File: src/led_cfg.svh
`ifndef LED_CFG_SVH
`define LED_CFG_SVH

// Panel geometry.
`define LED_DRIVERS 2
`define LED_WORDS 9
`define LED_COLUMNS 8

// Dark time between columns, in enabled cycles.
`define LED_BLANKING 72

// Function-control word shifted out after reset.
`define LED_DEFAULT_FC 48'h0001_0E7F_F3C0

`endif

File: src/led_pkg.sv
`default_nettype none

`include "led_cfg.svh"

package led_pkg;

    typedef logic [$clog2(`LED_COLUMNS * `LED_DRIVERS * `LED_WORDS)-1:0] fb_addr_t;

    // One frame-buffer access.
    typedef struct packed {
        logic        valid;
        logic        write;
        fb_addr_t    addr;
        logic [47:0] data;
    } fb_req_t;

    localparam logic KIND_PIXEL = 1'b0;
    localparam logic KIND_CONFIG = 1'b1;

    typedef struct packed {
        logic        kind;
        logic [2:0]  spare;
        logic [2:0]  col;
        logic        drv;
        logic [3:0]  word;
        logic [39:0] gs;     // Grayscale.
    } host_pixel_t;

    typedef struct packed {
        logic        kind;
        logic [2:0]  spare;
        logic [47:0] fc;     // Function-control word.
    } host_config_t;

    // Host word, decoded by its kind bit.
    typedef union packed {
        host_pixel_t  pix;
        host_config_t cfg;
    } host_cmd_u;

    typedef enum logic [3:0] {
        STALL,
        SEND_TMGRST,
        PREPARE_CONFIG,
        CONFIG,
        WRTFC_TIMING,
        WAIT_FOR_SOF,
        BLANKING,
        PAUSE_SCLK,
        SHIFT_REGISTER
    } drv_state_e;

endpackage

`default_nettype wire

File: src/fb_arbiter.sv
`default_nettype none

module fb_arbiter import led_pkg::*; (
    input  logic    clk,
    input  logic    nrst,
    input  fb_req_t host_req,
    input  fb_req_t fetch_req,
    output fb_req_t mem_req,
    output logic    fetch_grant,
    output logic    fetch_rvalid
);

    // The host always wins, the fetcher takes idle cycles.
    assign fetch_grant = fetch_req.valid && !host_req.valid;
    assign mem_req = host_req.valid ? host_req : fetch_req;

    // Marks the read data that belongs to the fetcher.
    always_ff @(posedge clk or negedge nrst) begin
        if (!nrst) begin
            fetch_rvalid <= 1'b0;
        end else begin
            fetch_rvalid <= fetch_grant && !fetch_req.write;
        end
    end

endmodule

`default_nettype wire

File: config.mk
export PLATFORM = sky130hd
export DESIGN_NAME = fb_arbiter
export DESIGN_NICKNAME = d
export VERILOG_FILES = /design/src/led_pkg.sv /design/src/fb_arbiter.sv
export VERILOG_INCLUDE_DIRS = /design/src
export SDC_FILE = /design/constraint.sdc
export NUM_CORES = 1
export LEC_CHECK = 0
export BUFFER_PORTS_ARGS = -buffer_cell sky130_fd_sc_hd__buf_4
export CAP_MARGIN = 0
export CORE_MARGIN = 8
export CORE_UTILIZATION = 30
export CTS_CLUSTER_DIAMETER = 40
export DETAILED_ROUTE_END_ITERATION = 8
export MAX_ROUTING_LAYER = met4
export PLACE_DENSITY = 0.92
export SYNTH_ARGS = -nofsm -noshare
export SYNTH_HDL_FRONTEND = slang
export SYNTH_SLANG_ARGS = --single-unit
File: constraint.sdc
create_clock -name clk -period 3.4 [get_ports clk]
set_input_delay 1.02 -clock clk [delete_from_list [all_inputs] [get_ports clk]]
set_output_delay 1.02 -clock clk [all_outputs]
set_load 0.05 [all_outputs]
# --- Word-level counts from Yosys, hierarchy flattened ---
# Cells that the tools add are included.
totals:
  output_inout_bits: 60
  regBits: 1
  inputBits: 118
classes:
  n_reduce_logical: 4
  mux: 1
op_table:
  columns: ["op", "count"]
  rows:
  - ["58-bit two-way mux", 1]
  - ["1-bit logical AND", 2]
  - ["1-bit zero test", 2]

# --- Longest topological paths before layout ---
depth:
  depth_word: 3
  mapped_depth: 3
  depth_no_buf: 1

# --- Worst setup path after synthesis ---
# Ideal clock, no wire load.
synth_path:
  kind: "input to output"
  startpoint: "input port host_req[57] in the netlist's numbering"
  endpoint: "output port fetch_grant"
  arrival_time_ps: 2001
  path_buffers: 2
  path_stages: 3
  required_time_ps: 2380
  setup_slack_ps: 379
  cell_sequence: "buf_6 buf_8 nor2b_1"
synth_between:
  elab_chain_len: 2
synth_rtl:
  columns: ["element", "line_no", "source"]
  rows:
  - ["start, declared", "fb_arbiter.sv:6", "input fb_req_t host_req,"]
  - ["1-bit zero test", "fb_arbiter.sv:14", "assign fetch_grant = fetch_req.valid && !host_req.valid;"]
  - ["1-bit logical AND", "fb_arbiter.sv:14", null]
  - ["end, declared", "fb_arbiter.sv:9", "output logic fetch_grant,"]
# Every way passes these cells.

==> results.yml <==
run_status:
  outcome: "finished, final reports clean"
power:
  p_leak_uw: 0.00137
  p_total_uw: 528
  powerDensity_nw_per_um2: 225
  ir_worst_vdd_uv: 128
placement:
  place_area_sq_um: 2350
  dp_hpwl_microns: 5030
  port_buffers: 177
  dp_slack_ns: 0.348
  place.gp.congestion: 0.807
timing:
  fmax_mhz: 328
  maxSlewViolCount: 0
  hold_slack_ns: 0.797
  timing.final.crit_period_ns: 3.05
  worst_pin_slew_ns: 0.277
  rsz0062_at_grt: "false"
  setup_violations: 0
  hold_viol: 0
  setup_ws_ns: 0.354
  slew_headroom_pct: 81.5
  min_period_over_period_pct: 89.6
  fin_setup_tns_ns: 0
finish:
  reg_top3: "fetch_rvalid x1"
  finalInstanceArea_sq_um: 2350
  diodes: 0
  final_layout_size_suffix_gt1_share_pct: 98.8
  nNetsFinal: 361
  area_growth_pct: 129
  largest_reg_flops: 1
  top_register: "fetch_rvalid"
floorplan:
  row_count: 21
  initial_core_util_pct: 31.0
  num_io_pins: 178
  core_area_sq_um: 3310
  die_w_microns: 74.5
  die_h_microns: 74.5
  die-area_sq_um: 5550
clock_tree:
  path_clk_slew_ns: 0
  hold_buffers: 0
  postCtsSetupBuffers: 0
  cts_resized: 0
logic_synthesis:
  yosysUniqueCellTypes: 8
  yosysMostFrequentCell: "mux2_4"
  synthesis.area_sq_um: 1030
  ys_seq_area_share_pct: 2.44
  synth_top_family_by_area: "multiplexers"
  synthTopCellsByCount: "57 x mux2_4, 5 x buf_12"
  synthArstFlopShare_pct: 100
  synth_cells: 68
  synthAdderAreaFrac_pct: 0
  synth-edff-count: 0
  synthXorXnorAreaFrac_pct: 0
  synth_warnings: 0
  synth_top_area_cell: "mux2_4"
  synth_area_leaders: "mux2_4 83%, buf_12 9.7%, dfrtp_1 2.4%"
  synth_nets: 186
  ys_ff_latch: 1
  muxShareOfSynthArea_pct: 83.3
  syn_area_per_cell_sq_um: 15.1
  ys.flop_type: "dfrtp_1"
  synth_top_area_share_pct: 83.3
  synthSimpleGateAreaFrac_pct: 1.95
  synth_compound_area_share_pct: 0
global_routing:
  grt_pass1_vias: 1425
  antenna_found_initial: 0
  grt-ovfl-total: 0
  grtUsageTotal_pct: 17.8
  grt_pass1_wl_microns: 7450
  grt_start_max_net_pins: 19
setup_path:
  cp.arrival_ns: 2.03
  required_ns: 2.38
  path_max_fanout: 18
  slowest_delay_ns: 0.32
  crit_path_start_kind: "input port"
  slowest_stage: "mux2_4"
  path_cells: "buf_4, buf_12, mux2_4, buf_4"
  critPathMostFrequentCell: "buf_4"
  critPathKind: "in2out"
  end_kind: "output port"
routing:
  wire_per_inst_microns: 18.8
  drc: 0
  highest_layer: "met3"
  detail-route-antenna-nets: 0
  viasPerCell: 4.33
  dr_wl_met3_microns: 390
  drt_iter0_drc: 21
  wl_met1_microns: 1940
  totalWireLength_microns: 5410
  dr.pass1.iters: 4
  via_count: 1242
  dr_wl_met2_microns: 3080
hold_path:
  hp-class: "in2async"
flow_run:
  maxCapViolations: 0
==> placed cells by master (no fill, tap or decap) <==
master and count:
nor3b_1 1, buf_12 3, nor2b_1 1, buf_4 177
dfrtp_1 1, mux2_4 57, or2_2 1
==> kinds of logic after synthesis <==
logic type,after synthesis
mux,57
simple gates,3
buf+inv,7
flops,1
==> final cells by class <==
class	instances	area [sq um]
Multi-Input combinational cell	60	876
Timing Repair Buffer	180	1390
Fill cell	252	963
Sequential cell	1	25.0
Tap cell	46	57.6
==> power breakdown <==
| group | internal [uW] | switching [uW] |
|---|---|---|
| Combinational | 239 | 277 |
| Clock | 0 | 0 |
| Sequential | 12.6 | 0.123 |
==> final timing paths <==
check,from,endpoint,slack (ns)
max,host_req[57],mem_req[28],0.35
min,nrst,fetch_rvalid,0.80
max in group asynchronous,nrst,fetch_rvalid,2.52
min in group clk,fetch_req[56],fetch_rvalid,1.19
==> stage by stage <==
stage | std cells | util, %
final | 287 | 70.9
after global routing | 287 | 70.9
after CTS | 287 | 70.9
after global placement | 287 | 70.9
after floorplan | 68 | -
after detailed placement | 287 | 70.9
==> worst max-delay path, delay by kind of cell <==
kind / cells / cell delay, ns
buffers and inverters: 3 / 0.67
muxes: 1 / 0.32
==> metal layers <==
metal	global-route usage (%)	vias to the layer above
li1	-	602
met1	17.4	563
met2	36.7	77
met3	3.23	0
met4	0	0
met5	-	-
Note: power is estimated with default switching activity, not from simulation.
