`src/led_cfg.svh`:
```
`ifndef LED_CFG_SVH
`define LED_CFG_SVH

// Panel geometry.
`define LED_DRIVERS 2
`define LED_WORDS 9
`define LED_COLUMNS 8

// Dark time between columns, in enabled cycles.
`define LED_BLANKING 72

// Function-control word shifted out after reset.
`define LED_DEFAULT_FC 48'h0001_0E7F_F3C0

`endif

```
`src/led_pkg.sv`:
```
`default_nettype none

`include "led_cfg.svh"

package led_pkg;

    typedef logic [$clog2(`LED_COLUMNS * `LED_DRIVERS * `LED_WORDS)-1:0] fb_addr_t;

    // One frame-buffer access.
    typedef struct packed {
        logic        valid;
        logic        write;
        fb_addr_t    addr;
        logic [47:0] data;
    } fb_req_t;

    localparam logic KIND_PIXEL = 1'b0;
    localparam logic KIND_CONFIG = 1'b1;

    typedef struct packed {
        logic        kind;
        logic [2:0]  spare;
        logic [2:0]  col;
        logic        drv;
        logic [3:0]  word;
        logic [39:0] gs;     // Grayscale.
    } host_pixel_t;

    typedef struct packed {
        logic        kind;
        logic [2:0]  spare;
        logic [47:0] fc;     // Function-control word.
    } host_config_t;

    // Host word, decoded by its kind bit.
    typedef union packed {
        host_pixel_t  pix;
        host_config_t cfg;
    } host_cmd_u;

    typedef enum logic [3:0] {
        STALL,
        SEND_TMGRST,
        PREPARE_CONFIG,
        CONFIG,
        WRTFC_TIMING,
        WAIT_FOR_SOF,
        BLANKING,
        PAUSE_SCLK,
        SHIFT_REGISTER
    } drv_state_e;

endpackage

`default_nettype wire

```
`src/column_fetch.sv`:
```
`default_nettype none

`include "led_cfg.svh"

module column_fetch import led_pkg::*; (
    input  logic        clk,
    input  logic        nrst,
    input  logic        col_start,
    input  logic [2:0]  col_index,
    output fb_req_t     fetch_req,
    input  logic        fetch_grant,
    input  logic        fetch_rvalid,
    input  logic [47:0] rdata,
    output logic [`LED_DRIVERS*`LED_WORDS*48-1:0] line_data,
    output logic        line_ready
);

    localparam int TOTAL = `LED_DRIVERS * `LED_WORDS;

    logic [4:0] req_cnt;    // TOTAL means idle.
    logic [4:0] rsp_cnt;
    fb_addr_t   base;

    assign fetch_req.valid = req_cnt != 5'(TOTAL);
    assign fetch_req.write = 1'b0;
    assign fetch_req.addr = base + fb_addr_t'(req_cnt);
    assign fetch_req.data = '0;

    always_ff @(posedge clk or negedge nrst) begin
        if (!nrst) begin
            req_cnt <= 5'(TOTAL);
            rsp_cnt <= '0;
            line_ready <= 1'b0;
        end else if (col_start) begin
            req_cnt <= '0;
            rsp_cnt <= '0;
            line_ready <= 1'b0;
        end else begin
            if (fetch_grant) begin
                req_cnt <= req_cnt + 1'b1;  // Hold the address until granted.
            end
            if (fetch_rvalid) begin
                rsp_cnt <= rsp_cnt + 1'b1;
                if (rsp_cnt == 5'(TOTAL - 1)) begin
                    line_ready <= 1'b1;
                end
            end
        end
    end

    // Word 0 of driver 0 lands in the top 48 bits.
    always_ff @(posedge clk) begin
        if (col_start) begin
            base <= fb_addr_t'(col_index) * fb_addr_t'(TOTAL);
        end
        if (fetch_rvalid) begin
            line_data[(TOTAL - int'(rsp_cnt)) * 48 - 1 -: 48] <= rdata;
        end
    end

endmodule

`default_nettype wire

```
`config.mk`:
```
export PLATFORM = sky130hd
export DESIGN_NAME = column_fetch
export DESIGN_NICKNAME = d
export VERILOG_FILES = /design/src/led_pkg.sv /design/src/column_fetch.sv
export VERILOG_INCLUDE_DIRS = /design/src
export SDC_FILE = /design/constraint.sdc
export NUM_CORES = 1
export LEC_CHECK = 0
export BUFFER_PORTS_ARGS = -buffer_cell sky130_fd_sc_hd__buf_2
export CORE_AREA = 2 2 377 379
export CTS_CLUSTER_SIZE = 25
export DETAILED_ROUTE_END_ITERATION = 16
export DIE_AREA = 0 0 379 381
export MAX_ROUTING_LAYER = met4
export PLACE_DENSITY = 0.43
export SYNTH_ARGS = -nofsm -noshare
export SYNTH_HDL_FRONTEND = slang
export SYNTH_SLANG_ARGS = --single-unit
```
`constraint.sdc`:
```
create_clock -name clk -period 20 [get_ports clk]
set_input_delay 4 -clock clk [delete_from_list [all_inputs] [get_ports clk]]
set_output_delay 4 -clock clk [all_outputs]
set_load 0.02 [all_outputs]
```
* After elaboration in Yosys (flattened, before gate mapping)
Cells that the tools add are included.
Word-level totals: logic and storage cells 29, output and inout bits 923, input port bits 56, register bits after elaboration 882
Cells by class: reductions and logical operators 4, add/subtract/negate cells 6, multiplexer cells 8, multiply operators 2, equality and inequality tests 2, shift operators 2
Operators with widths (count):
- 48-bit by 33-bit variable shift with 911-bit output (first input constant) | 1
- 48-bit by 33-bit variable part select with 911-bit output | 1
- 864-bit bitwise mux | 1
- 14-bit negator with 33-bit output | 1
- 5-bit 2-to-1 mux | 4
- 13-bit by 2-bit subtractor with 14-bit output (second input constant) | 1
- 5-bit by 1-bit adder with 5-bit output (second input constant) | 2
- 6-bit by 3-bit multiplier with 9-bit output (second input constant) | 1
- 8-bit by 5-bit adder with 8-bit output | 1
- 3-bit by 4-bit multiplier with 7-bit output (second input constant) | 1
- 2-bit nonzero test | 3
- 5-bit by 5-bit subtractor with 6-bit output (first input constant) | 1
- 5-bit == test (second input constant) | 1
- 5-bit inequality test (second input constant) | 1
- 1-bit 2-to-1 mux | 3
- 2-bit AND reduction | 1

* Logic depth before layout (Yosys ltp)
Gate-level depths: netlist of run 1.
word-level depth 6, mapped depth 24, depth with buffers taken out 16

* Worst setup path after synthesis of run 1
Ideal clock, no wire load.
path kind reg-to-reg, start point reg, netlist name rsp_cnt[0], end point reg line_data[512], enable pin, library setup time 0.430 ns, period minus slack after synthesis 7.625 ns, data arrival time 7.195 ns, stages on the path, launching flop included 25, slack 12.375 ns, data required time 19.570 ns, buffers on the path 9, cell sequence dfrtp_1 > ha_1 > xnor2_2 > clkinv_1 > clkbuf_1 > buf_1 > ha_1 > ha_1 > inv_1 > fa_1 > buf_2 > nor2b_1 > and3_1 > buf_2 > nand4_1 > buf_2 > clkbuf_1 > buf_2 > ha_1 > nor4_1 > and4_1 > o21ai_1 > clkbuf_1 > clkbuf_1 > nor4_1
RTL lines:
- to (signal, indexed assignment) | line column_fetch.sv:57 | line_data[(TOTAL - int'(rsp_cnt)) * 48 - 1 -: 48] <= rdata;
- to (decl) | line column_fetch.sv:14 | output logic [`LED_DRIVERS*`LED_WORDS*48-1:0] line_data,

==> flow_summary.yaml, run 1 <==
timing:
  drv_slew: 0
  layout_min_cycle_time_ps: 7510
  rsz0062_at_grt: "no"
  setup_viol: 0
  fmax_ghz: 0.133
  setup-tns-final_ps: 0
  worst_hold_slack_ps: 503
  timing.final.crit_share_pct: 37.6
  fin_skew_ps: 32.9
  hold_viol_final: 0
  tightest_slew_ps: 1250
  relSlewSlack_pct: 16.6
worst_hold_path:
  holdCritStartpoint: "line_ready"
  hold_path.class: "reg -> reg"
logic_synthesis:
  yosysSeqAreaShare_pct: 73.2
  synth_cells: 2764
  synth-seq-cells: 878
  synth_warnings: 0
  synth_area_mm2: 0.0360
  avgSynthCellArea_um2: 13.0
  synth_flop_cell: "edfxtp_1"
  synthArstFlopShare_pct: 1.25
  synth_cell_type_count: 64
  synth-edff-count: 867
route:
  drt-vias-per-instance: 4.82
  drtIter0Drc: 2619
  first_pass_iters: 7
  drc_errors: 0
  ant_nets: 0
  routedWlPerCell_um: 30.9
  wirelength_mm: 176
  dr_total_vias: 27400
setup_path:
  cpMaxStageDelayCell: "nor3b_2"
  crit_family: "simple AND/OR/NAND/NOR gates"
  crit_chain: "ha_1, xnor2_2, clkinv_1, buf_4, ha_1, ha_1, inv_1, fa_1, nor2b_1, nand3_1, or4_1, ha_1, nor4_1, and4_1, o21ai_4, buf_4, nor3b_2"
  cp.arrival_ps: 7820
  startpoint_type: "flip-flop"
  cp_max_fo: 45
  path_class: "reg -> reg"
  critPathMostFrequentCell: "ha_1"
  setup.worst_path.start: "rsp_cnt[0]"
  critPathRequiredTime_ps: 20310
  worstSetupEndpointType: "flip-flop"
  slowest_delay_ps: 1050
  cp.buffers_inverters: 4
  r2r_start: "rsp_cnt[0]"
clocking:
  clk_pin_slew_ps: 60
  htreeDepth: 3
  cts_tree: "done"
  cts_resized: 0
  post_cts_buffers: 0
  clockBufferDepth: 3
  clk_latency_ps: 730
  hold_buffers: 0
  numCtsBuffers: 97
  cts_root_buf: "clkbuf_16"
  cts_sinks: 878
pwr:
  swShare_pct: 31.5
  total_power_w: 0.00491
  seq_power_share_pct: 43.4
  peakVddDrop_v: 0.0000606
  power.density_mw_per_mm2: 105
  p_clk_share_pct: 37.7
  p_leak_nw: 15.0
  p_switching_w: 0.00155
  combPwrFrac_pct: 18.9
  cellInternalPower_w: 0.00336
final_layout:
  final_nets: 3784
  design_area_mm2: 0.0467
  areaGrowthSynthToFinish_pct: 29.8
  drive_gt1_share_pct: 35.3
  stdcell_count: 5689
flow_run:
  maxCapViolCount: 0
global_route:
  grt_max_degree: 82
  grt_pass1_wl_mm: 231
  grt_usage_pct: 24.2
  grt_pass1_vias: 25600
  overflow: 0
  antenna_found_initial: 20
placed_design:
  dp.cells: 5494
  place_congestion: 0.869
  numPortBuffers: 929
  dpl_cell_area_mm2: 0.0434
  dp_hpwl_mm: 128
floorplanning:
  rows: 138
  die_area_mm2: 0.144
  initial_utilization_pct: 25.6
  die_w_um: 379
  coreArea_mm2: 0.141
  num_io_pins: 979
  die_height_um: 381
status:
  outcome: "finished clean"
worst min-delay path, stage by stage, from the launching register on:
cell	delay (ps)
dfrtp_1	340
a41oi_1	50
nor2_1	70
synth_stat cells, drive strengths merged (2+ instances only):
cell       n  area, µm²
ha        22        275
edfxtp   867      26000
nor3b      3       22.5
inv       16       60.1
or4        3       22.5
o2bb2ai   16        140
clkbuf   156        586
buf      117        706
a22o       2       17.5
nand2     58        218
and2      16        100
and3      19        119
nor4      27        190
o21ai     34        170
o31ai      2       28.8
mux2i     17        170
nand2b     3       18.8
nor2     796       2990
mux2      32        360
o22ai     19        119
a31oi     36        225
a21o       3       22.5
a32oi     15        229
nand3     52        265
o211a      3       30.0
nor3     137        691
nand4b     3       26.3
fa         2       40.0
nor2b      3       18.8
a211oi     6       45.0
a21oi    107        539
xor2      10       95.1
o211ai     4       30.0
a22oi     46        345
dfrtp      9        225
nand4     70        438
dfstp      2       52.6
xnor2     18        173
power by group through the flow:
stage	clock [W]	sequential (W)	combinational, W
4_1_cts	0.00189	0.00213	0.000932
5_1_grt	0.00195	0.00213	0.000970
3_3_place_gp	0	0.00217	0.000929
6_report	0.00185	0.00213	0.000928
2_1_floorplan	0	0.00224	0.000390
3_5_place_dp	0	0.00217	0.000930
state kept, by name, summed over array words and instances (netlist names):
signal      flops
base            3
line_ready      1
req_cnt         5
rsp_cnt         5
line_data     864
through the flow:
step           utilization (%)  setup WS (ps)
2_1_floorplan                -          12380
5_1_grt                   33.2          12030
4_1_cts                   33.2          12490
3_5_place_dp              30.9          12540
6_report                  33.2          12490
3_3_place_gp              30.9          12510
logic make-up after synthesis:
logic type      share of synthesized area (%)
buf+inv                                  3.77
other cells                            0.0104
compound gates                           5.52
flops                                    73.2
simple gates                             14.4
fa+ha+maj                               0.877
mux                                      1.48
xor+xnor                                0.807
cell usage in the layout (no fill, tap or decap), types with 17 or more instances in the layout:
cell / instances
a21oi_1: 106
a22oi_1: 46
a31oi_1: 34
and3_1: 19
buf_2: 929
buf_4: 136
clkbuf_1: 18
clkbuf_16: 97
clkinv_1: 22
conb_1: 49
diode_2: 18
edfxtp_1: 867
ha_1: 21
mux2_2: 32
mux2i_1: 17
nand2_1: 58
nand3_1: 49
nand4_1: 70
nor2_1: 791
nor3_1: 118
nor3_2: 19
nor4_2: 21
o21ai_0: 19
o22ai_1: 18
final timing paths:
check / endpoint / slack (ps) / depth (start not counted)
worst max-delay path: line_data[503] / 12490 / 17
worst min-delay path: line_ready / 500 / 2
worst max register to register: line_data[503] / 12490 / 17
worst min register to register: line_ready / 500 / 2
max in group asynchronous: req_cnt[1] / 16530 / 1
min in group asynchronous: req_cnt[2] / 3180 / 1
metal layers:
metal  part of all wire, %  vias to the layer above  routed length (µm)  global-route usage, %
met1                    38                    14000               66100                   28.2
met4                   3.4                        0                5920                   7.58
met3                   8.0                      230               14100                   5.37
met5                     0                        -                   0                      -
li1                      -                    11800                   -                      -
met2                    51                     1394               89900                   41.3
final cells by class:
cell class	instances	area [µm²]
clock inverters	61	748
repair buffers	1066	5680
inverters	17	63.8
flip-flops and latches	878	26300
clock buffers	115	2490
diodes	18	45.0
well taps	1890	2360
fillers	14300	93900
multi-input cells	1644	8950
(Power assumes the default switching activity.)
==> run 2, diff against run 1 <==
ABC_AREA = 1   (was default)
CORE_AREA = 2 2 382 384   (was 2 2 377 379)
DIE_AREA = 0 0 384 386   (was 0 0 379 381)
PLACE_DENSITY = 0.44   (was 0.43)
clock period = 7 ns   (was 20 ns; I/O delays follow)
==> run 2 against run 1 <==
  * Die area up 2.6%
  * Non-clock buffer count down 31
  * Register-to-register slack worse by 12000 ps
  * Cell area up 5.3%
  * Largest cell class unchanged
  * First-iteration DRC count up 65%
==> flow_summary.yaml, run 2 <==
placed_design:
  dp_slack_ps: 661
  place_congestion: 0.916
  dp_hpwl_mm: 156
  numPortBuffers: 929
setup_path:
  r2r_slack_ps: 640
  critPathRequiredTime_ps: 7350
  reg2regPathDepth: 28
  startpoint_type: "flip-flop"
  cp.arrival_ps: 6710
  cp_max_fo: 16
  slowest_delay_ps: 760
  worstSetupEndpointType: "flip-flop"
  critPathMostFrequentCell: "nand2_1"
  r2r_end: "line_data[685]"
  cpMaxStageDelayCell: "nor2_2"
  path_class: "reg -> reg"
  r2r_start: "rsp_cnt[0]"
timing:
  fmax_ghz: 0.157
  fin_skew_ps: 27.3
  hold_viol_final: 0
  relSlewSlack_pct: 1.52
  worst_hold_slack_ps: 518
  rsz0062_at_grt: "no"
  tightest_slew_ps: 1480
  setup_viol: 0
  setup-tns-final_ps: 0
  fin_ws_ps: 638
  layout_min_cycle_time_ps: 6360
  timing.final.crit_share_pct: 90.9
  drv_slew: 0
floorplanning:
  die_w_um: 384
  rows: 140
  die_height_um: 386
  initial_utilization_pct: 27.2
  coreArea_mm2: 0.145
  die_area_mm2: 0.148
  num_io_pins: 979
logic_synthesis:
  synthArstFlopShare_pct: 1.25
  synth_fa_ha_area_share_pct: 0.803
  yosysSeqAreaShare_pct: 67.0
  synth_cell_type_count: 41
  synth_top_family_by_area: "simple AND/OR/NAND/NOR gates"
  synth-xor-area-share_pct: 0.175
  synth-simple-area-share_pct: 24.0
  synth_top_area_share_pct: 66.3
  synth_area_mm2: 0.0393
  ys_top_cells_by_area: "edfxtp_1 66%, nor2_1 8.9%, nand3_1 5.0%"
  synth-seq-cells: 878
  synth-edff-count: 867
  synth_warnings: 0
  avgSynthCellArea_um2: 10.6
  ys_top_cells_by_count: "934 x nor2_1, 867 x edfxtp_1, 461 x nand2_1"
  synth_cells: 3707
  synth_top_area_cell: "edfxtp_1"
  synth_flop_cell: "edfxtp_1"
  synth.most_common_cell: "nor2_1"
  synthMuxAreaShare_pct: 0
  synth_compound_area_share_pct: 2.53
route:
  first_pass_iters: 6
  ant_nets: 0
  dr_total_vias: 34000
  routedWlPerCell_um: 33.1
  drtIter0Drc: 4332
  drc_errors: 0
  wirelength_mm: 217
  drt-vias-per-instance: 5.19
clocking:
  cts_root_buf: "clkbuf_16"
  clk_latency_ps: 740
  cts_sinks: 878
  hold_buffers: 0
  cts_tree: "done"
  cts_resized: 0
  clk_pin_slew_ps: 60
  htreeDepth: 3
  numCtsBuffers: 100
  clockBufferDepth: 3
  post_cts_buffers: 0
global_route:
  grt_max_degree: 193
  grt_pass1_vias: 31600
  grt_usage_pct: 29.1
  overflow: 0
  grt_pass1_wl_mm: 283
  antenna_found_initial: 42
final_layout:
  final_core_utilization_pct: 34.0
  mostFrequentLayoutCell: "buf_2"
  final_nets: 4609
  top_regs: "line_data: 864 flops, req_cnt: 5 flops, rsp_cnt: 5 flops"
  area.sequential_mm2: 0.0263
  fill_cells: 14900
  areaGrowthSynthToFinish_pct: 25.1
  regMostFlops: "line_data"
  largest_register_ffs: 864
  multi_input_area_mm2: 0.0112
  drive_gt1_share_pct: 28.2
  final_cell_mix: "929 x buf_2, 921 x nor2_1, 867 x edfxtp_1"
flow_run:
  maxCapViolCount: 0
pwr:
  seq_power_share_pct: 38.5
  p_clk_share_pct: 32.8
  cellInternalPower_w: 0.00980
  combPwrFrac_pct: 28.7
  p_leak_nw: 18.9
  peakVddDrop_v: 0.000187
  power.density_mw_per_mm2: 327
  p_switching_w: 0.00628
  swShare_pct: 39.0
worst_hold_path:
  hold_end: "req_cnt[3]"
  hold_path.class: "reg -> reg"
  holdCritStartpoint: "req_cnt[3]"
  min_path_cells: 1
status:
  outcome: "finished clean"
-- run 2: cell types whose count changed after synthesis, moves of 36 or more --
cell	previous run	this run
nand2_1	58	461
a21oi_1	106	48
a22oi_1	46	0
inv_1	16	96
o21ai_0	19	67
nor3_1	136	36
nand4_1	70	243
nor2_1	795	934
nand3_1	51	390
buf_1	8	72
nand2_2	0	36
-- run 2: critical path, delay by kind of cell (launching register included) --
kind / cells / cell delay, ps
and+or+nand+nor: 16 / 2690
adders and majority gates: 5 / 1580
AOI/OAI and AO/OA: 2 / 870
DFF: 1 / 420
buffers and inverters: 5 / 410
-- run 2: logic make-up after synthesis --
logic type	count (synthesis)
AND/OR/NAND/NOR	2140
flip-flops	878
buffers and inverters	472
AO/OA/AOI/OAI	185
adder cells (fa/ha/maj)	24
XOR/XNOR	7
other	1
-- run 2: how the worst max path moves through the flow --
stage	startpoint	to	slack, ps	depth (start not counted)
after floorplan	rsp_cnt[0]	line_data[0]	950	29
after global placement	rsp_cnt[0]	line_data[38]	610	28
after detailed placement	rsp_cnt[0]	line_data[41]	660	28
after CTS	rsp_cnt[0]	line_data[552]	610	28
after global routing	rsp_cnt[0]	line_data[40]	160	28
final	rsp_cnt[0]	line_data[685]	640	28
-- run 2: final cells by class --
class / count / share of cell area, %
clock inverters: 62 / 1.24
multi-input cells: 2405 / 22.7
inverters: 109 / 0.904
clock buffers: 125 / 5.33
flip-flops and latches: 878 / 53.6
diodes: 23 / 0.117
well taps: 1917 / 4.88
repair buffers: 1035 / 11.2
-- run 2: through the flow --
| stage | cell area [µm²] | total power [W] | instances |
|---|---|---|---|
| CTS | 49100 | 0.0161 | 6531 |
| finish | 49100 | 0.0161 | 6554 |
| global route | 49100 | 0.0166 | 6553 |
| detailed placement | 45900 | 0.0109 | 6344 |
| floorplan | 39400 | 0.00882 | 3755 |
| global placement | 45900 | 0.0109 | 6344 |
-- run 2: per-layer routing --
layer,wire length [µm],global-route usage [%],up-vias
li1,-,-,14500
met1,84700,36.1,17200
met2,99100,43.6,2043
met3,19300,5.86,342
met4,14100,17.5,0
met5,0,-,-
-- run 2: power by group through the flow --
stage               clock (W)  sequential (W)  combinational, W
floorplan                   0         0.00643           0.00239
global placement            0         0.00630           0.00458
detailed placement          0         0.00630           0.00457
CTS                   0.00533         0.00619           0.00459
global route          0.00552         0.00619           0.00487
finish                0.00527         0.00619           0.00462
