File: config.mk
export PLATFORM = sky130hd
export DESIGN_NAME = driver_controller
export DESIGN_NICKNAME = d
export VERILOG_FILES = /design/src/led_pkg.sv /design/src/driver_controller.sv
export VERILOG_INCLUDE_DIRS = /design/src
export SDC_FILE = /design/constraint.sdc
export NUM_CORES = 1
export LEC_CHECK = 0
export BUFFER_PORTS_ARGS = -buffer_cell sky130_fd_sc_hd__buf_2
export CORE_AREA = 2 2 360 362
export DETAILED_ROUTE_END_ITERATION = 10
export DIE_AREA = 0 0 362 364
export PLACE_DENSITY = 0.35
export SLEW_MARGIN = 15
export SYNTH_ARGS = -nofsm -noshare
export SYNTH_HDL_FRONTEND = slang
export SYNTH_SLANG_ARGS = --single-unit
File: constraint.sdc
create_clock -name clk -period 6.19 [get_ports clk]
set_input_delay 0 -clock clk [delete_from_list [all_inputs] [get_ports clk]]
set_output_delay 0 -clock clk [all_outputs]
set_load 0.05 [all_outputs]
File: src/led_cfg.svh
`ifndef LED_CFG_SVH
`define LED_CFG_SVH

// Panel geometry.
`define LED_DRIVERS 2
`define LED_WORDS 9
`define LED_COLUMNS 8

// Dark time between columns, in enabled cycles.
`define LED_BLANKING 72

// Function-control word shifted out after reset.
`define LED_DEFAULT_FC 48'h0001_0E7F_F3C0

`endif

File: src/led_pkg.sv
`default_nettype none

`include "led_cfg.svh"

package led_pkg;

    typedef logic [$clog2(`LED_COLUMNS * `LED_DRIVERS * `LED_WORDS)-1:0] fb_addr_t;

    // One frame-buffer access.
    typedef struct packed {
        logic        valid;
        logic        write;
        fb_addr_t    addr;
        logic [47:0] data;
    } fb_req_t;

    localparam logic KIND_PIXEL = 1'b0;
    localparam logic KIND_CONFIG = 1'b1;

    typedef struct packed {
        logic        kind;
        logic [2:0]  spare;
        logic [2:0]  col;
        logic        drv;
        logic [3:0]  word;
        logic [39:0] gs;     // Grayscale.
    } host_pixel_t;

    typedef struct packed {
        logic        kind;
        logic [2:0]  spare;
        logic [47:0] fc;     // Function-control word.
    } host_config_t;

    // Host word, decoded by its kind bit.
    typedef union packed {
        host_pixel_t  pix;
        host_config_t cfg;
    } host_cmd_u;

    typedef enum logic [3:0] {
        STALL,
        SEND_TMGRST,
        PREPARE_CONFIG,
        CONFIG,
        WRTFC_TIMING,
        WAIT_FOR_SOF,
        BLANKING,
        PAUSE_SCLK,
        SHIFT_REGISTER
    } drv_state_e;

endpackage

`default_nettype wire

File: src/driver_controller.sv
`default_nettype none

`include "led_cfg.svh"

module driver_controller import led_pkg::*; (
    input  logic                    clk,
    input  logic                    clk_enable,
    input  logic                    nrst,
    input  logic                    sof,
    output logic                    eoc,
    input  logic                    cfg_load,
    input  logic [47:0]             cfg_word,
    output logic                    end_config,
    output logic                    col_start,
    output logic [2:0]              col_index,
    input  logic [`LED_DRIVERS*`LED_WORDS*48-1:0] line_data,
    input  logic                    line_ready,
    output logic                    driver_sclk,
    output logic                    driver_gclk,
    output logic                    driver_lat,
    output logic [`LED_DRIVERS-1:0] drivers_sin,
    output logic [`LED_COLUMNS-1:0] mux_out
);

    localparam int SEG_BITS = 48;
    localparam int LINE_BITS = `LED_WORDS * SEG_BITS;
    localparam int TMGRST_LEN = 21;
    localparam int TMGRST_LAT = 13;
    localparam int FCWRTEN_LEN = 15;
    localparam int CONFIG_LEN = 49;    // One dead SCLK, then 48 bits.
    localparam int WRTFC_LAT = 5;
    localparam int WRTFC_WAIT = 5;
    localparam int LATGS_LAT = 3;
    localparam int LINERESET_LAT = 7;
    localparam int GCLK_TAIL = 512;    // GCLK kept running after the frame.

    drv_state_e state;
    logic [9:0] state_cnt;
    logic [3:0] wrtgs_cnt;            // Segment within the column.
    logic [8:0] data_idx;             // Bit within the column.
    logic [2:0] column_cnt;
    logic       first_latgs;
    logic       cfg_pending;
    logic [47:0] cfg_buffer;
    logic [3:0] mux_cnt;              // LED_COLUMNS means all rows off.
    logic       seg_end;
    logic       last_seg;
    logic       last_col;

    assign seg_end = state_cnt == 10'(SEG_BITS - 1);
    assign last_seg = wrtgs_cnt == 4'(`LED_WORDS - 1);
    assign last_col = column_cnt == 3'(`LED_COLUMNS - 1);
    assign col_index = column_cnt;

    always_ff @(posedge clk or negedge nrst) begin
        if (!nrst) begin
            cfg_pending <= 1'b0;
            cfg_buffer <= `LED_DEFAULT_FC;
        end else if (cfg_load) begin
            cfg_pending <= 1'b1;
            cfg_buffer <= cfg_word;
        end else if (state == PREPARE_CONFIG) begin
            cfg_pending <= 1'b0;
        end
    end

    // Main sequencer. sof is only sampled on enabled cycles.
    always_ff @(posedge clk or negedge nrst) begin
        if (!nrst) begin
            state <= STALL;
            state_cnt <= '0;
            wrtgs_cnt <= '0;
            data_idx <= '0;
            column_cnt <= '0;
            first_latgs <= 1'b0;
            col_start <= 1'b0;
        end else begin
            col_start <= 1'b0;
            if (clk_enable) begin
                case (state)
                    STALL: begin
                        state_cnt <= '0;
                        state <= SEND_TMGRST;
                    end
                    SEND_TMGRST: begin
                        state_cnt <= state_cnt + 1'b1;
                        if (state_cnt == 10'(TMGRST_LEN - 1)) begin
                            state_cnt <= '0;
                            state <= PREPARE_CONFIG;
                        end
                    end
                    PREPARE_CONFIG: begin
                        state_cnt <= state_cnt + 1'b1;   // FCWRTEN.
                        if (state_cnt == 10'(FCWRTEN_LEN - 1)) begin
                            state_cnt <= '0;
                            state <= CONFIG;
                        end
                    end
                    CONFIG: begin
                        state_cnt <= state_cnt + 1'b1;
                        if (state_cnt == 10'(CONFIG_LEN - 1)) begin
                            state_cnt <= '0;
                            state <= WRTFC_TIMING;
                        end
                    end
                    WRTFC_TIMING: begin
                        state_cnt <= state_cnt + 1'b1;
                        if (state_cnt == 10'(WRTFC_WAIT)) begin
                            state_cnt <= '0;
                            state <= WAIT_FOR_SOF;
                        end
                    end
                    WAIT_FOR_SOF: begin
                        if (state_cnt <= 10'(GCLK_TAIL)) begin
                            state_cnt <= state_cnt + 1'b1;
                        end
                        if (cfg_pending) begin
                            state_cnt <= '0;
                            state <= SEND_TMGRST;
                        end else if (sof) begin
                            state_cnt <= '0;
                            column_cnt <= '0;
                            first_latgs <= 1'b0;
                            col_start <= 1'b1;
                            state <= BLANKING;
                        end
                    end
                    BLANKING: begin
                        wrtgs_cnt <= '0;
                        data_idx <= '0;
                        if (state_cnt != 10'(`LED_BLANKING - 1)) begin
                            state_cnt <= state_cnt + 1'b1;
                        end else if (line_ready) begin   // Else wait for the fetch.
                            state_cnt <= '0;
                            state <= PAUSE_SCLK;
                        end
                    end
                    PAUSE_SCLK: begin
                        state <= SHIFT_REGISTER;
                    end
                    SHIFT_REGISTER: begin
                        state_cnt <= state_cnt + 1'b1;
                        data_idx <= data_idx + 1'b1;
                        if (seg_end) begin
                            state_cnt <= '0;
                            wrtgs_cnt <= wrtgs_cnt + 1'b1;
                            state <= PAUSE_SCLK;
                            if (last_seg) begin
                                wrtgs_cnt <= '0;
                                first_latgs <= 1'b1;
                                if (last_col) begin
                                    column_cnt <= '0;
                                    state <= WAIT_FOR_SOF;
                                end else begin
                                    column_cnt <= column_cnt + 1'b1;
                                    col_start <= 1'b1;
                                    state <= BLANKING;
                                end
                            end
                        end
                    end
                    default: begin
                        state_cnt <= '0;
                        state <= STALL;
                    end
                endcase
            end
        end
    end

    always_comb begin
        case (state)
            CONFIG:         driver_sclk = clk_enable && state_cnt != '0;
            STALL, WAIT_FOR_SOF, BLANKING, PAUSE_SCLK, WRTFC_TIMING: driver_sclk = 1'b0;
            default:        driver_sclk = clk_enable;
        endcase
    end

    // GCLK runs only once a column has been latched.
    always_comb begin
        case (state)
            SHIFT_REGISTER, PAUSE_SCLK: driver_gclk = clk_enable && first_latgs;
            BLANKING: driver_gclk = clk_enable && first_latgs && state_cnt != '0;
            WAIT_FOR_SOF: begin
                driver_gclk = clk_enable && first_latgs && state_cnt != '0
                              && state_cnt <= 10'(GCLK_TAIL);
            end
            default: driver_gclk = 1'b0;
        endcase
    end

    // LAT changes on the falling edge for hold time after SCLK.
    always_ff @(negedge clk or negedge nrst) begin
        if (!nrst) begin
            driver_lat <= 1'b0;
        end else begin
            case (state)
                SEND_TMGRST:    driver_lat <= state_cnt < 10'(TMGRST_LAT);
                PREPARE_CONFIG: driver_lat <= 1'b1;
                CONFIG:         driver_lat <= state_cnt >= 10'(CONFIG_LEN - WRTFC_LAT); // WRTFC.
                SHIFT_REGISTER: begin
                    driver_lat <= seg_end
                        || (last_seg && state_cnt >= 10'(SEG_BITS - LATGS_LAT))
                        || (last_seg && last_col && state_cnt >= 10'(SEG_BITS - LINERESET_LAT));
                end
                default:        driver_lat <= 1'b0;
            endcase
        end
    end

    // MSB first, from the config word or from each driver's line.
    always_comb begin
        drivers_sin = '0;
        case (state)
            CONFIG: begin
                if (state_cnt != '0) begin
                    drivers_sin = {`LED_DRIVERS{cfg_buffer[CONFIG_LEN - 1 - int'(state_cnt)]}};
                end
            end
            SHIFT_REGISTER: begin
                for (int d = 0; d < `LED_DRIVERS; d++) begin
                    drivers_sin[d] = line_data[(`LED_DRIVERS - d) * LINE_BITS - 1 - int'(data_idx)];
                end
            end
            default: drivers_sin = '0;
        endcase
    end

    assign eoc = clk_enable && state == SHIFT_REGISTER && last_seg && seg_end;
    assign end_config = clk_enable && state == WRTFC_TIMING && state_cnt == 10'(WRTFC_WAIT);

    // Row select.
    always_ff @(posedge clk or negedge nrst) begin
        if (!nrst) begin
            mux_cnt <= 4'(`LED_COLUMNS);
            mux_out <= '0;
        end else begin
            if (sof) begin
                mux_cnt <= 4'(`LED_COLUMNS);
            end else if (eoc) begin
                mux_cnt <= (mux_cnt == 4'(`LED_COLUMNS)) ? '0 : mux_cnt + 1'b1;
            end
            mux_out <= '0;
            if (mux_cnt < 4'(`LED_COLUMNS)) begin
                mux_out[mux_cnt[2:0]] <= 1'b1;
            end
        end
    end

endmodule

`default_nettype wire

---- Word-level counts from Yosys, hierarchy flattened ----
Index checks and enable logic that the tools add are counted.
cells by class
  add/sub/neg operators ................... 8
  magnitude comparators ................... 11
  equal/unequal tests ..................... 30
  muxes and demuxes ....................... 67
  bitwise operators ....................... 1
  reductions and logical operators ........ 28
operator list
  cell                     count
  $mux W10                 10
  $pmux W10 S8             1
  $mux W4                  14
  $pmux W4 S9              1
  $ge A10 B6 Y1 const B    3
  $bmux W1 S10             2
  $eq A10 B6 Y1 const B    2
  $mux W1                  19
  $pmux W9 S2              1
  $eq A4 B3 Y1 const B     4
  $ne A2 B2 Y1 const B     8
  $mux W3                  5
  $logic_and A1 B1 Y1      13
  $eq A4 B4 Y1 const B     3
  $lt A10 B12 Y1 const B   1
  $lt A11 B12 Y1 const B   1
  $lt A11 B8 Y1 const B    1
  $sub A10 B9 Y11 const A  1
  $sub A6 B10 Y11 const A  1
  $add A10 B1 Y10 const B  1
  $eq A10 B3 Y1 const B    1
  $eq A10 B4 Y1 const B    1
  $eq A10 B5 Y1 const B    1
  $le A10 B10 Y1 const B   1
  other kinds (37)         49
word-level totals
  bits in registers ....................... 94
  word-level logic and storage cells ...... 157

---- Depth between registers and ports, before layout ----
Gate-level depths: netlist of run 1.
  depth after elaboration ................. 6
  gate-level depth with buffers ........... 14
  gate-level depth less buffers ........... 10

==> results of run 1 <==
-- cell families after synthesis --
kind of cell / share of synthesized area
multiplexers: 0.508
AND/OR/NAND/NOR: 0.115
AO/OA/AOI/OAI: 0.111
buffers and inverters: 0.0545
flip-flops: 0.181
XOR/XNOR: 0.0134
adder cells (fa/ha/maj): 0.0172
-- per-layer routing --
layer  up-vias  routed length [um]
li1       6661                   -
met1      7478               41500
met2       728               51300
met3        88                5720
met4        20                1860
met5         -                 119
-- stage by stage --
step | cell area, um2 | setup slack, ns | total power [W] | instances
6_report | 20500 | 1.17 | 0.00602 | 3805
5_1_grt | 20500 | 0.885 | 0.00651 | 3798
4_1_cts | 20500 | 0.884 | 0.00628 | 3789
3_5_place_dp | 19700 | 1.18 | 0.00564 | 3722
3_3_place_gp | 19700 | 1.17 | 0.00564 | 3722
2_1_floorplan | 13100 | 0.995 | 0.00359 | 1182
-- tightest hold or removal path: stages --
cell and delay, ns:
buf_2 0.10, o211a_2 0.29, a31oi_1 0.10
-- final cells by class --
type | instances | area share
inverter | 23 | 0.00432
multi-input combinational | 950 | 0.489
clock buffer | 9 | 0.0110
antenna | 16 | 0.00195
sequential | 94 | 0.117
tap | 1675 | 0.102
timing repair buffer | 1031 | 0.271
clock inverter | 7 | 0.00390
-- power groups by stage --
stage	Combinational [W]	Sequential (W)	Clock (W)
floorplan	0.00283	0.000761	0
global placement	0.00466	0.000984	0
detailed placement	0.00466	0.000983	0
CTS	0.00470	0.000971	0.000612
global route	0.00488	0.000991	0.000635
finish	0.00447	0.000961	0.000588
-- path summary, 6_finish.rpt --
path / start / cells after the start / slack (ns) / to
min in group asynchronous: nrst / 2 / 0.16 / mux_out[3]
worst min register to register: first_latgs / 1 / 0.50 / first_latgs
max in group asynchronous: nrst / 2 / 2.59 / driver_lat
worst min-delay path: line_ready / 3 / 0.15 / state[0]
worst max-delay path: state_cnt[0] / 8 / 1.17 / driver_lat
worst max register to register: state_cnt[0] / 8 / 1.17 / driver_lat
-- layout by cell type (no fill, tap or decap), types with 20 or more instances in the layout --
cell type,count
buf_2,935
nand3_1,40
dfstp_2,20
nand2_1,101
dfrtp_1,68
mux4_2,213
a221oi_1,20
dlygate4sd3_1,51
nor2_1,82
mux2i_1,123
o21ai_0,37
buf_4,42
a21oi_1,23
mux2_2,56
-- registers in the layout, summed over array words and instances, names as in the netlist --
register,flops
cfg_buffer,48
cfg_pending,1
col_index,3
col_start,1
data_idx,9
driver_lat,1
first_latgs,1
mux_cnt,4
mux_out,8
state,4
state_cnt,10
wrtgs_cnt,4
==> reports/metrics.yaml, run 1 <==
sta:
  setup-tns-final_ns: 0
  post-route-period-util: 0.810
  worst_slew_pin_slew_ns: 1.15
  slew_headroom: 0.233
  clock_skew_ns: 0.0104
  setup_viol: 0
  rsz0062_at_grt: "false"
  drv_slew: 0
  fin_crit_ns: 5.02
  final_hold_viol_count: 0
  holdWs_ns: 0.151
  fmax_mhz: 201
clocking:
  clk_pin_slew_worst_paths_ns: 0.08
  cts_tree: "done"
  numCtsBuffers: 9
  h-tree-depth: 3
  clock_path_buffers: 2
  cts_setup_buffers: 0
  post_cts_resized: 0
  cts_root_buffer: "clkbuf_16"
  clock_latency_ns: 0.38
  ctsHoldBuffers: 51
  clock-sinks: 94
worst_setup_path:
  startpoint_type: "register"
  worst-path-buf-inv: 2
  critical_path.top_delay_family: "compound AO/OA/AOI/OAI gates"
  cp_slowest_cell: "dfrtp_1"
  path_max_fanout: 7
  end_kind: "register"
  max_stage_delay_ns: 0.45
  path_cells: "inv_1, ha_1, inv_1, o31a_1, o21ai_0, a21oi_1, o21ai_0, nand3_1"
  path_class: "reg -> reg"
  critPathRequiredTime_ns: 3.31
  worst_ep_arrival_time_ns: 2.14
detailed_routing:
  wl_per_cell_um: 26.4
  wl_mm: 101
  first_pass_iters: 5
  drt_iter0_drc: 849
  routed-via-count: 15000
  ant_nets: 0
  drcViolationCount: 0
  vias_per_cell: 3.94
floorplanning:
  die-width_um: 362
  die_area_mm2: 0.132
  start_util: 0.102
  pin_count: 937
  rows: 132
  die_h_um: 364
  core_area_mm2: 0.128
yosys:
  postSynth.asyncResetShare: 1.00
  yosys-top-cells-area: "mux4_2 (37%), dfrtp_1 (14%), mux2i_1 (9.4%)"
  synth_top_cell_area_share: 0.366
  netlist_top_cells_count: "mux4_2 (213), mux2i_1 (123), nand2_1 (101)"
  syn_area_mm2: 0.0131
  synth_flop_cell: "dfrtp_1"
  yosys_warnings: 0
  synth_most_common_cell: "mux4_2"
  synth.avg_cell_area_um2: 11.1
  synth-seq-cells: 94
  syn_nets: 2118
  synth_edf_count: 0
  ys_seq_area_frac: 0.181
  postSynthCellCount: 1182
  ys_types: 73
  yosys.area.top_type: "mux4_2"
global_route:
  grt.overflow.total: 0
  grt-busiest-layer: "met2"
  grt_pass1_vias: 15700
  track_usage: 0.145
  antenna_found_initial: 49
  grt_max_degree: 61
  met3_usage: 0.0211
  grt_pass1_wl_mm: 131
  grt_use_met2: 0.263
  gr-usage-met1: 0.181
finish:
  finish.utilization: 0.160
  finalNetCount: 3045
  multi_input_area_mm2: 0.0101
  synthToLayoutAreaGrowth_pct: 56.6
  num-fill-cells: 14500
  layout-drive-gt1-share: 0.618
  seq_area_mm2: 0.00240
placement:
  dp_hpwl_mm: 86.6
  gp_congestion: 0.854
  numPortBuffers: 936
power_and_ir_drop:
  power.internal_w: 0.00288
  p_leak_nw: 8.52
  p_comb_frac: 0.742
  swShare: 0.521
  p_per_area_mw_per_mm2: 293
  peakVddDrop_mv: 0.146
  power.share.clock: 0.098
  power_switching_w: 0.00313
  power_frac_seq: 0.160
min_path:
  hp-class: "in -> reg"
run:
  cap_violations: 0
outcome:
  status: "completed"
Power figures use the tool's default switching activity.
==> inputs of run 2 (changes only) <==
Settings changed: ABC_AREA from default to 1, PLACE_DENSITY 0.35 to 0.37.
Clock period 6.19 ns to 4.5 ns, I/O delays scaled along.
==> run 2 against run 1 <==
Against the previous run: area after synthesis is 13% higher; non-clock buffer count grew 27; combinational power up 140%; via count grew 48%; worst setup slack got worse by 0.76 ns; first-iteration DRC count is 100% higher; clock skew is 0.00063 ns higher; synthesized cell count grew 150%; clock-buffer cell count unchanged; flip-flop and latch count did not move; sequential power is 23% higher; clock power grew 40%; critical endpoint unchanged; largest power group unchanged; highest routed layer unchanged.
==> reports/metrics.yaml, run 2 <==
outcome:
  status: "completed"
clocking:
  h-tree-depth: 3  # unchanged
  clock_path_buffers: 2  # unchanged
  clock-sinks: 94  # unchanged
  numCtsBuffers: 9  # unchanged
  cts_tree: "done"
  clock_latency_ns: 0.39  # about the same
  cts_setup_buffers: 0  # unchanged
  cts_root_buffer: "clkbuf_16"
  clk_pin_slew_worst_paths_ns: 0.08  # about the same
finish:
  final_area_mm2: 0.0222  # +8.2%
  finalNetCount: 4696  # +54%
  top_register: "cfg_buffer"
  layout-drive-gt1-share: 0.283  # -0.335
  layout_common_cells: "buf_2 (934), nand2_1 (755), nor2_1 (606)"
  synthToLayoutAreaGrowth_pct: 50.0
  final_common_cell: "buf_2"
  largest_reg_flops: 48  # unchanged
  final_cell_count_no_fill: 5454  # +43%
  reg_top3: "cfg_buffer: 48 flops, state_cnt: 10 flops, data_idx: 9 flops"
floorplanning:
  pin_count: 937  # unchanged
  die-width_um: 362  # unchanged
  core_area_mm2: 0.128  # unchanged
  die_h_um: 364  # unchanged
  start_util: 0.116  # +0.0133
  die_area_mm2: 0.132  # unchanged
  rows: 132  # unchanged
power_and_ir_drop:
  peakVddDrop_mv: 0.237  # +62%
  power.share.clock: 0.064  # -0.034
  p_leak_nw: 11.4  # +34%
  power_frac_seq: 0.093  # -0.067
  swShare: 0.638  # +0.117
  p_comb_frac: 0.843  # +0.101
  power.total_w: 0.0127  # +110%
  power_switching_w: 0.00813  # +160%
  p_per_area_mw_per_mm2: 573  # +96%
  power.internal_w: 0.00462  # +60%
placement:
  gp_congestion: 0.906  # +6.1%
  place_area_mm2: 0.0214  # +8.6%
  dp_hpwl_mm: 93.9  # +8.3%
  numPortBuffers: 936  # unchanged
  dpl.cell_count: 5372  # +44%
yosys:
  synth_edf_count: 0  # unchanged
  yosys_warnings: 0  # unchanged
  synth_top_cell_area_share: 0.191  # -0.174
  synth_flop_cell: "dfrtp_1"
  postSynth.asyncResetShare: 1.00  # unchanged
  synth_most_common_cell: "nand2_1"
  syn_area_mm2: 0.0148  # +13%
  synth.avg_cell_area_um2: 5.12  # -54%
  ys_types: 41  # -44%
  postSynthCellCount: 2896  # +150%
  yosys-top-cells-area: "nand2_1 (19%), nor2_1 (15%), nand3_1 (13%)"
  netlist_top_cells_count: "nand2_1 (755), nor2_1 (607), nand3_1 (385)"
  syn_nets: 3832  # +81%
  yosys.area.top_type: "nand2_1"
  ys_seq_area_frac: 0.160  # -0.0208
  synth-seq-cells: 94  # unchanged
sta:
  drv_slew: 0  # unchanged
  rsz0062_at_grt: "false"
  holdWs_ns: 0.0342  # -0.117 ns
  worst_slew_pin_slew_ns: 0.909  # -0.238 ns
  setup-tns-final_ns: 0  # unchanged
  slew_headroom: 0.394  # +0.161
  setup_viol: 0  # unchanged
  clock_skew_ns: 0.0111  # +0.000630 ns
  final_hold_viol_count: 0  # unchanged
worst_setup_path:
  worst_ep_arrival_time_ns: 2.03  # -0.11 ns
  worst-path-buf-inv: 1  # -1
  critical_path.top_delay_family: "compound AO/OA/AOI/OAI gates"
  path_max_fanout: 6  # -1
  path_cells: "inv_1, ha_1, nand2_1, o31ai_1, nand2_1, a211oi_1, o311ai_0"
  path_class: "reg -> reg"
  crit_top_cell: "nand2_1"
  max_stage_delay_ns: 0.43  # -0.02 ns
  startpoint_type: "register"
  critPathRequiredTime_ns: 2.44  # -0.87 ns
  cp_slowest_cell: "dfrtp_1"
  end_kind: "register"
detailed_routing:
  drcViolationCount: 0  # unchanged
  wl_mm: 114  # +14%
  first_pass_iters: 5  # unchanged
  routed-via-count: 22200  # +48%
  vias_per_cell: 4.08  # +3.6%
  ant_nets: 0  # unchanged
  wl_per_cell_um: 20.9  # -21%
  drt_iter0_drc: 1696  # +100%
global_route:
  met3_usage: 0.0377  # +0.0166
  grt_use_met2: 0.290  # +0.0266
  track_usage: 0.163  # +0.0181
  grt_pass1_vias: 21800  # +39%
  grt_max_degree: 121  # +98%
  grt_pass1_wl_mm: 155  # +18%
  gr-usage-met1: 0.194  # +0.0135
  grt-busiest-layer: "met2"
  grt.overflow.total: 0  # unchanged
  antenna_found_initial: 30  # -39%
run:
  cap_violations: 0  # unchanged
min_path:
  hp-class: "in -> reg"
==> run 2: final timing paths <==
kind                                start             end  slack (ns)  depth (start not counted)
setup reg to reg             state_cnt[1]      driver_lat        0.41                          7
setup / recovery             state_cnt[1]      driver_lat        0.41                          7
max in group asynchronous            nrst      driver_lat        1.76                          2
min in group asynchronous            nrst  cfg_buffer[11]        0.15                          2
hold / removal                   cfg_load  cfg_buffer[17]        0.03                          3
hold reg to reg            cfg_buffer[12]  cfg_buffer[12]        0.46                          2
==> run 2: cells by family after synthesis <==
group	synth area share
and+or+nand+nor	0.495
AOI/OAI and AO/OA	0.188
buffers and inverters	0.135
DFF	0.160
adders and majority gates	0.0152
xor gates and xnor gates	0.00650
==> run 2: worst min-delay path: stages <==
cell     delay (ns)
buf_2          0.24
nand2_1        0.10
o21ai_0        0.07
==> run 2: stage by stage <==
step	util	worst slack (ns)
after floorplan	-	0.0290
after global placement	0.167	0.501
after detailed placement	0.167	0.459
after CTS	0.173	0.422
after global routing	0.173	0.206
final	0.173	0.410
==> run 2: power groups by stage <==
stage	registers, W	clock network (W)	logic, W
floorplan	0.00111	0	0.00644
CTS	0.00119	0.000850	0.0110
global route	0.00120	0.000876	0.0119
finish	0.00118	0.000821	0.0107
global placement	0.00120	0	0.0110
detailed placement	0.00120	0	0.0109
==> run 2: area by class of cell <==
cell class,count,area [um2]
well taps,1675,2100
clock buffers,9,225
clock inverters,7,77.6
fillers,15400,106000
repair buffers,1058,6010
multi-input cells,2349,10500
inverters,248,947
flip-flops and latches,94,2390
diodes,14,35.0
==> run 2: timing repair <==
item | in CTS | in global routing
hold endpoints to repair | 88 | 0
hold buffers | 52 | 0
gates resized for setup | 0 | 0
endpoints found under the setup margin | 0 | 0
==> run 2: per-layer routing <==
layer | routed length, um | vias up
met4 | 2870 | 14
met5 | 80 | -
met2 | 56300 | 841
met1 | 46700 | 10200
met3 | 8100 | 103
li1 | - | 11100
